==> src/hw/AesPkg.sv <==
// AES-128 shared definitions
// State and key types, the round count, and the byte-level transforms both cores use

package AesPkg;

  typedef logic [7:0]   byte_t;
  typedef logic [31:0]  word_t;
  // Byte 0 sits in the top bits, bytes run down each column in turn
  typedef logic [127:0] state_t;
  typedef logic [127:0] roundKey_t;
  typedef logic [3:0]   roundIdx_t;

  localparam roundIdx_t NumRounds = 4'd10;

  function automatic byte_t getByte(state_t s, int i);
    return s[127 - 8*i -: 8];
  endfunction

  // Multiply by x in GF(2^8), reduction polynomial 0x11b
  function automatic byte_t xtime(byte_t a);
    return {a[6:0], 1'b0} ^ (a[7] ? 8'h1b : 8'h00);
  endfunction

  function automatic byte_t gmul(byte_t a, byte_t b);
    byte_t r;
    byte_t p;
    r = '0;
    p = a;
    for (int i = 0; i < 8; i++)
    begin
      if (b[i])
        r = r ^ p;
      p = xtime(p);
    end
    return r;
  endfunction

  // Inverse as a^254, zero maps to zero
  function automatic byte_t gfInv(byte_t a);
    byte_t r;
    byte_t p;
    r = 8'h01;
    p = a;
    for (int i = 1; i < 8; i++)
    begin
      p = gmul(p, p);
      r = gmul(r, p);
    end
    return r;
  endfunction

  function automatic byte_t rotl8(byte_t b, int n);
    return byte_t'(b << n) | byte_t'(b >> (8 - n));
  endfunction

  // Forward S-box: field inverse, then the affine map
  function automatic byte_t sbox(byte_t b);
    byte_t v;
    v = gfInv(b);
    return v ^ rotl8(v, 1) ^ rotl8(v, 2) ^ rotl8(v, 3) ^ rotl8(v, 4) ^ 8'h63;
  endfunction

  // Inverse affine map first, then the field inverse
  function automatic byte_t invSbox(byte_t b);
    return gfInv(rotl8(b, 1) ^ rotl8(b, 3) ^ rotl8(b, 6) ^ 8'h05);
  endfunction

  function automatic state_t subBytes(state_t s);
    state_t r;
    for (int i = 0; i < 16; i++)
      r[127 - 8*i -: 8] = sbox(getByte(s, i));
    return r;
  endfunction

  function automatic state_t invSubBytes(state_t s);
    state_t r;
    for (int i = 0; i < 16; i++)
      r[127 - 8*i -: 8] = invSbox(getByte(s, i));
    return r;
  endfunction

  // Row r rotates left by r columns
  function automatic state_t shiftRows(state_t s);
    state_t r;
    for (int c = 0; c < 4; c++)
      for (int row = 0; row < 4; row++)
        r[127 - 8*(4*c + row) -: 8] = getByte(s, 4*((c + row) % 4) + row);
    return r;
  endfunction

  function automatic state_t invShiftRows(state_t s);
    state_t r;
    for (int c = 0; c < 4; c++)
      for (int row = 0; row < 4; row++)
        r[127 - 8*(4*c + row) -: 8] = getByte(s, 4*((c - row + 4) % 4) + row);
    return r;
  endfunction

  // Circulant column mix, k0..k3 is the first matrix row
  function automatic state_t mixState(state_t s, byte_t k0, byte_t k1, byte_t k2, byte_t k3);
    state_t r;
    byte_t b;
    for (int c = 0; c < 4; c++)
      for (int row = 0; row < 4; row++)
      begin
        b = gmul(k0, getByte(s, 4*c + row)) ^ gmul(k1, getByte(s, 4*c + (row + 1) % 4))
          ^ gmul(k2, getByte(s, 4*c + (row + 2) % 4)) ^ gmul(k3, getByte(s, 4*c + (row + 3) % 4));
        r[127 - 8*(4*c + row) -: 8] = b;
      end
    return r;
  endfunction

  function automatic state_t mixColumns(state_t s);
    return mixState(s, 8'h02, 8'h03, 8'h01, 8'h01);
  endfunction

  function automatic state_t invMixColumns(state_t s);
    return mixState(s, 8'h0e, 8'h0b, 8'h0d, 8'h09);
  endfunction

  function automatic state_t addRoundKey(state_t s, roundKey_t k);
    return s ^ k;
  endfunction

  // Key schedule helpers
  function automatic word_t rotWord(word_t w);
    return {w[23:0], w[31:24]};
  endfunction

  function automatic word_t subWord(word_t w);
    return {sbox(w[31:24]), sbox(w[23:16]), sbox(w[15:8]), sbox(w[7:0])};
  endfunction

  // Round constant in the top byte, zero for index 0
  function automatic word_t rcon(roundIdx_t i);
    byte_t rc;
    case (i)
      4'd1:    rc = 8'h01;
      4'd2:    rc = 8'h02;
      4'd3:    rc = 8'h04;
      4'd4:    rc = 8'h08;
      4'd5:    rc = 8'h10;
      4'd6:    rc = 8'h20;
      4'd7:    rc = 8'h40;
      4'd8:    rc = 8'h80;
      4'd9:    rc = 8'h1b;
      4'd10:   rc = 8'h36;
      default: rc = 8'h00;
    endcase
    return {rc, 24'h000000};
  endfunction

endpackage

==> src/hw/KeyExpander.sv <==
// AES-128 key expander
// Takes a cipher key and writes round keys 0 to 10 into the store, one per cycle

`timescale 1ns/10ps

module KeyExpander (
  input  logic              clock,
  input  logic              reset,
  input  logic              keyValid,
  output logic              keyReady,
  input  AesPkg::roundKey_t key,
  input  logic              encBusy,
  input  logic              decBusy,
  output logic              wrEn,
  output AesPkg::roundIdx_t wrIdx,
  output AesPkg::roundKey_t wrKey
);

  typedef enum logic {Idle, Expand} expState_t;

  expState_t         state;
  AesPkg::roundIdx_t roundCnt;
  // Last key written, or the cipher key before index 0
  AesPkg::roundKey_t prevKey;
  AesPkg::word_t     schedTerm;
  AesPkg::word_t     w0;
  AesPkg::word_t     w1;
  AesPkg::word_t     w2;
  AesPkg::word_t     w3;

  // New key only while neither core holds a block
  assign keyReady = (state == Idle) && !encBusy && !decBusy;
  assign wrEn     = (state == Expand);
  assign wrIdx    = roundCnt;

  always_comb
  begin
    schedTerm = AesPkg::subWord(AesPkg::rotWord(prevKey[31:0])) ^ AesPkg::rcon(roundCnt);
    w0 = prevKey[127:96] ^ schedTerm;
    w1 = prevKey[95:64] ^ w0;
    w2 = prevKey[63:32] ^ w1;
    w3 = prevKey[31:0] ^ w2;
    // Index 0 is the cipher key as loaded
    wrKey = (roundCnt == '0) ? prevKey : {w0, w1, w2, w3};
  end

  always_ff @(posedge clock)
  begin
    if (reset)
    begin
      state    <= Idle;
      roundCnt <= '0;
    end
    else if (state == Idle)
    begin
      if (keyValid && keyReady)
      begin
        state    <= Expand;
        roundCnt <= '0;
      end
    end
    else if (roundCnt == AesPkg::NumRounds)
    begin
      state    <= Idle;
      roundCnt <= '0;
    end
    else
      roundCnt <= roundCnt + 4'd1;
  end

  // Chain register for the schedule
  always_ff @(posedge clock)
  begin
    if (state == Idle && keyValid && keyReady)
      prevKey <= key;
    else if (state == Expand)
      prevKey <= wrKey;
  end

  // Writes stay inside the 11-entry store
  assert property (@(posedge clock) disable iff (reset)
    wrEn |-> wrIdx <= AesPkg::NumRounds);

endmodule

==> config.mk <==
export PLATFORM = sky130hd
export DESIGN_NAME = KeyExpander
export DESIGN_NICKNAME = d
export VERILOG_FILES = /design/src/hw/AesPkg.sv /design/src/hw/KeyExpander.sv
export SDC_FILE = /design/constraint.sdc
export NUM_CORES = 2
export LEC_CHECK = 0
export CORE_ASPECT_RATIO = 0.7
export CORE_MARGIN = 5
export CORE_UTILIZATION = 62
export DETAILED_ROUTE_END_ITERATION = 10
export DONT_BUFFER_PORTS = 1
export GPL_TIMING_DRIVEN = 0
export HOLD_SLACK_MARGIN = 0.02
export MAX_ROUTING_LAYER = met4
export PLACE_DENSITY = 0.81
export SYNTH_ARGS = -nofsm -noshare
export SYNTH_HDL_FRONTEND = slang
export SYNTH_SLANG_ARGS = --single-unit
==> constraint.sdc <==
create_clock -name clock -period 16.9 [get_ports clock]
set_clock_uncertainty 0.05 [all_clocks]
set_input_delay 2.535 -clock clock [delete_from_list [all_inputs] [get_ports clock]]
set_output_delay 2.535 -clock clock [all_outputs]
set_load 0.1 [all_outputs]
==> results.md, run 1 <==
| Quantity | This run | Unit |
| --- | --- | --- |
| Result of the run | did not finish | - |
| Stage where the run ended | 5_1_grt | - |
| Error message | [ERROR GRT-0232] Routing congestion too high. Check the congestion heatmap in the GUI. | - |
| Largest net degree at the start of global routing | 81 | - |
| CTS max path bufs | 2 | - |
| Chip Width | 397 | um |
| Gpl congestion | 1.02 | - |
| Number of ports placed on the die boundary | 267 | - |
| Worst-path endpoint after global-route repair_timing | wrKey[94] | - |
| Number of antenna violations at the first check in global routing | 49 | - |
| Synthesized flop and latch total | 141 | - |
| Primary FF master, synth | sky130_fd_sc_hd__edfxtp_1 | - |
| CTS Sinks | 141 | - |
| Initial Utilization | 0.624 | - |
| Number of instances in the synthesized netlist | 8191 | - |
| Most frequent cells after synthesis | 1528 x sky130_fd_sc_hd__xnor2_1, 1216 x sky130_fd_sc_hd__nor2_1, 851 x sky130_fd_sc_hd__nand2_1 | - |
| Total Routing Usage GR | 0.791 | - |
| Number of input and output port buffers inserted | 0 | - |
| Overflow after GRT | 95 | - |
| Number of H-tree levels | 4 | - |
| Number of unique standard cell types used by synthesis | 124 | - |
| Root Buffer Master | sky130_fd_sc_hd__clkbuf_16 | - |
| Die height | 281 | um |
| Top cells by area in the synthesized netlist | sky130_fd_sc_hd__xnor2_1 21%, sky130_fd_sc_hd__xnor3_1 15%, sky130_fd_sc_hd__nor2_1 7.0% | - |
| Syn Area/Cell | 7.94 | um^2 |
| Part of the Yosys area used for sequential elements | 0.0631 | - |
| Number of buffers inserted during clock tree synthesis | 17 | - |
| Library cell with the largest summed area after synthesis | sky130_fd_sc_hd__xnor2_1 | - |
| Cell area after synthesis | 65000 | um^2 |
| Portion of synthesized cell area occupied by the leading cell type | 0.206 | - |
| Number of flops mapped to enable cells by yosys | 128 | - |
| Worst endpoint pin kind | output port | - |
| Pre-CTS setup slack | -4.49 | ns |
| Std-Cell Rows | 99 | - |
| Synthesized Nets | 8350 | - |
| Dominant cell by count in the synthesized netlist | sky130_fd_sc_hd__xnor2_1 | - |
| Number of placed cells counting well taps | 9608 | - |
| Placed wire-length estimate after detailed placement | 178 | mm |
| Total of warnings raised by yosys | 0 | - |
| Asr flop ratio synth | 0 | - |
==> kinds of logic after synthesis <==
logic type | synth area share
muxes | 0.0547
AOI/OAI and AO/OA | 0.152
adders and majority gates | 0.00531
buffers and inverters | 0.0462
xor gates and xnor gates | 0.490
DFF | 0.0631
and+or+nand+nor | 0.189
==> repair_timing <==
item,4_1_cts
gates resized for setup,1640
pin swaps,681
hold endpoints to repair,0
setup endpoints to repair,256
hold buffers,0
gates cloned,2
buffers inserted,763
==> layer usage <==
metal  GRT overflow  global-route usage
met3              6               0.668
met5              -                   -
met1              4               0.816
met4             43               0.660
met2             42               0.918
==> metrics by stage <==
stage | hold slack (ns) | utilization | area, um^2
2_1_floorplan | 0.609 | - | 66300
3_3_place_gp | 0.640 | 0.653 | 68000
3_5_place_dp | 0.657 | 0.654 | 68200
4_1_cts | 0.711 | 0.804 | 83700
==> inputs of run 2 (changes only) <==
==> config.mk (replaced) <==
export PLATFORM = sky130hd
export DESIGN_NAME = KeyExpander
export DESIGN_NICKNAME = d
export VERILOG_FILES = /design/src/hw/AesPkg.sv /design/src/hw/KeyExpander.sv
export SDC_FILE = /design/constraint.sdc
export NUM_CORES = 2
export LEC_CHECK = 0
export CORE_MARGIN = 5
export CORE_UTILIZATION = 40
export DETAILED_ROUTE_END_ITERATION = 10
export DONT_BUFFER_PORTS = 1
export GPL_TIMING_DRIVEN = 0
export PLACE_DENSITY_LB_ADDON = 0.15
export SYNTH_ARGS = -nofsm -noshare
export SYNTH_HDL_FRONTEND = slang
export SYNTH_SLANG_ARGS = --single-unit
==> constraint.sdc (replaced) <==
create_clock -name clock -period 22 [get_ports clock]
set_clock_uncertainty 0.05 [all_clocks]
set_input_delay 3.3 -clock clock [delete_from_list [all_inputs] [get_ports clock]]
set_output_delay 3.3 -clock clock [all_outputs]
set_load 0.1 [all_outputs]
==> run 2 against run 1 <==
The flow now finishes without violations. Synthesized area stayed put. Synthesized cell count stayed put.
==> results.md, run 2 <==
| Quantity | This run | Unit | Change |
| --- | --- | --- | --- |
| Total wirelength of the detailed-routed design | 238 | mm |  |
| Drt first pass iters | 6 | - |  |
| Number of H-tree levels | 4 | - | unchanged |
| Number of max-capacitance violations reported | 0 | - |  |
| Register bank with the most flops | prevKey | - |  |
| CTS tree | yes | - |  |
| Total of warnings raised by yosys | 0 | - | unchanged |
| Synthesized flop and latch total | 141 | - | unchanged |
| Number of instances in the synthesized netlist | 8191 | - | unchanged |
| Antenna-violating nets left | 0 | - |  |
| Required time at the endpoint of the critical path | 18.65 | ns |  |
| Most frequent cells after synthesis | 1528 x sky130_fd_sc_hd__xnor2_1, 1216 x sky130_fd_sc_hd__nor2_1, 851 x sky130_fd_sc_hd__nand2_1 | - | unchanged |
| Commonest cells after routing, fill and taps aside | 1436 x sky130_fd_sc_hd__xnor2_1, 1202 x sky130_fd_sc_hd__nor2_1, 832 x sky130_fd_sc_hd__nand2_1 | - |  |
| Number of unique standard cell types used by synthesis | 124 | - | unchanged |
| Core footprint | 162000 | um^2 |  |
| Top cells by area in the synthesized netlist | sky130_fd_sc_hd__xnor2_1 21%, sky130_fd_sc_hd__xnor3_1 15%, sky130_fd_sc_hd__nor2_1 7.0% | - | unchanged |
| CTS max path bufs | 2 | - | unchanged |
| Root Buffer Master | sky130_fd_sc_hd__clkbuf_16 | - | unchanged |
| Worst relative slew slack | 0.00778 | - |  |
| Max Fclk | 46.8 | MHz |  |
| Category of the critical setup timing path | reg2out | - |  |
| Worst min path class | reg2reg | - |  |
| Drt wl/cell | 22.5 | um |  |
| Number of failing setup endpoints in the final timing report | 0 | - |  |
| Cell area after synthesis | 65000 | um^2 | unchanged |
| First-pass GRT wire length | 358 | mm |  |
| Critical-path maximum fanout | 10 | - |  |
| Layout area overhead | 11.5 | % |  |
| Synthesized Nets | 8350 | - | unchanged |
| Overflow after GRT | 0 | - |  |
| Result of the run | complete, no violations | - | was did not finish |
| Utilization after layout | 0.447 | - |  |
| Final Hold Vio Count | 0 | - |  |
| Total Routing Usage GR | 0.266 | - |  |
| Final Slew Violations | 0 | - |  |
| Number of global-route vias before repair | 57000 | - |  |
| Slew at the pin closest to its max-slew limit | 1.49 | ns |  |
| Syn Area/Cell | 7.94 | um^2 | unchanged |
| Count of routing violations after the opening detailed-route iteration | 5991 | - |  |
| Buffers and inverters on the worst path | 8 | - |  |
| Primary FF master, synth | sky130_fd_sc_hd__edfxtp_1 | - | unchanged |
| Number of vias in the routed layout | 60600 | - |  |
| Chip Width | 413 | um | was 397 um |
| Post-CTS clock slew at the launch and capture registers of the worst setup and hold paths | 0.07 | ns |  |
| Critical path data arrival time | 18.03 | ns |  |
| Critical Path Slowest Stage Cell | sky130_fd_sc_hd__nand2_1 | - |  |
| Via-per-instance ratio | 5.73 | - |  |
| Family of cells with the greatest summed delay on the critical path | XOR/XNOR gates | - |  |
| Std-Cell Rows | 148 | - | was 99 |
| Remaining routing DRC violations | 0 | - |  |
| Commonest non-fill, non-tap cell in the layout | sky130_fd_sc_hd__xnor2_1 | - |  |
| Library cell with the largest summed area after synthesis | sky130_fd_sc_hd__xnor2_1 | - | unchanged |
| Number of input and output port buffers inserted | 0 | - | unchanged |
| Flip-flop count of the largest register, all copies and words added | 128 | - |  |
| Dominant cell by count in the synthesized netlist | sky130_fd_sc_hd__xnor2_1 | - | unchanged |
| Portion of the clock cycle consumed by the worst path in the final layout | 0.972 | - |  |
| Share of layout cells above drive strength 1 | 0.118 | - |  |
| Area of the die | 171000 | um^2 |  |
| Min Tclk post-route | 21.38 | ns |  |
| Initial Utilization | 0.401 | - | was 0.624 |
| Portion of synthesized cell area occupied by the leading cell type | 0.206 | - | unchanged |
| Gpl congestion | 0.956 | - | was 1.02 |
| Largest net degree at the start of global routing | 77 | - |  |
| Worst Hold Slack | 0.672 | ns |  |
| CTS Sinks | 141 | - | unchanged |
| Number of buffers inserted during clock tree synthesis | 17 | - | unchanged |
| Asr flop ratio synth | 0 | - | unchanged |
| Cell type with the highest occurrence count on the critical path | sky130_fd_sc_hd__xnor3_1 | - |  |
| Insertion delay to the later sink of the worst-skew pair | 0.52 | ns |  |
| Final-stage net count | 8531 | - |  |
| Number of buffers inserted for hold repair after clock tree synthesis | 0 | - | unchanged |
| Die height | 413 | um | was 281 um |
| Placed wire-length estimate after detailed placement | 186 | mm | was 178 mm |
| Number of flops mapped to enable cells by yosys | 128 | - | unchanged |
| Crit path largest cell delay | 0.70 | ns |  |
| Number of ports placed on the die boundary | 267 | - | unchanged |
| Part of the Yosys area used for sequential elements | 0.0631 | - | unchanged |
| Category of the worst setup path capture point | output port | - |  |
| Number of antenna violations at the first check in global routing | 26 | - |  |
| Startpoint type of the worst setup path | register | - |  |
==> run 2: cell counts after synthesis <==
Identical to the previous run, type by type.
==> run 2: kinds of logic after synthesis <==
kind of cell    count (synthesis)  synth area share
simple gates                 2837             0.189
xor+xnor                     2659             0.490
compound gates               1545             0.152
buf+inv                       646            0.0462
mux                           335            0.0547
flops                         141            0.0631
fa+ha+maj                      28           0.00531
==> run 2: worst paths after layout <==
check	from	to	slack, ns	depth (start not counted)
worst max-delay path	prevKey[8]	wrKey[49]	0.62	51
worst min-delay path	prevKey[48]	prevKey[48]	0.67	2
worst max register to register	prevKey[22]	prevKey[27]	3.99	56
worst min register to register	prevKey[48]	prevKey[48]	0.67	2
==> run 2: metrics by stage <==
step / area (um^2) / cells / setup TNS [ns] / setup slack [ns]
6_report: 72500 / 10600 / 0 / 0.617
5_1_grt: 72500 / 10600 / -0.347 / -0.0607
4_1_cts: 71700 / 10600 / 0 / 0.00373
3_5_place_dp: 70700 / 10500 / -46.67 / -1.56
3_3_place_gp: 67800 / 10400 / -106.42 / -2.43
2_1_floorplan: 65000 / 8191 / 0 / 2.97
==> run 2: layout make-up <==
class | instances | area [um^2]
multi-input combinational | 7404 | 59600
sequential | 141 | 4110
antenna | 12 | 30.0
buffer | 545 | 2670
clock inverter | 11 | 144
inverter | 97 | 373
fill | 16300 | 89700
tap | 2175 | 2720
timing repair buffer | 166 | 2460
clock buffer | 19 | 433
==> run 2: worst min-delay path, delay by kind of cell, from the launching register on <==
| kind | cells | cell delay [ns] |
|---|---|---|
| AO/OA/AOI/OAI | 1 | 0.16 |
| AND/OR/NAND/NOR | 1 | 0.08 |
| flip-flops | 1 | 0.36 |
==> run 2: routing by layer <==
| layer | vias to the layer above | wire length (um) | global-route usage |
|---|---|---|---|
| li1 | 28600 | - | - |
| met1 | 29400 | 107000 | 0.382 |
| met2 | 2408 | 104000 | 0.413 |
| met3 | 279 | 20200 | 0.0511 |
| met4 | 22 | 5900 | 0.0626 |
| met5 | - | 131 | 0 |
==> run 2: what timing repair did <==
item,in CTS,in global routing
setup buffers,3,10
gates resized for setup,88,149
endpoints found under the setup margin,106,128
pin swaps,3,7
Power of run 2 is not shown: default switching activity piles up to over one toggle a cycle in this logic, so the estimate is an artifact.
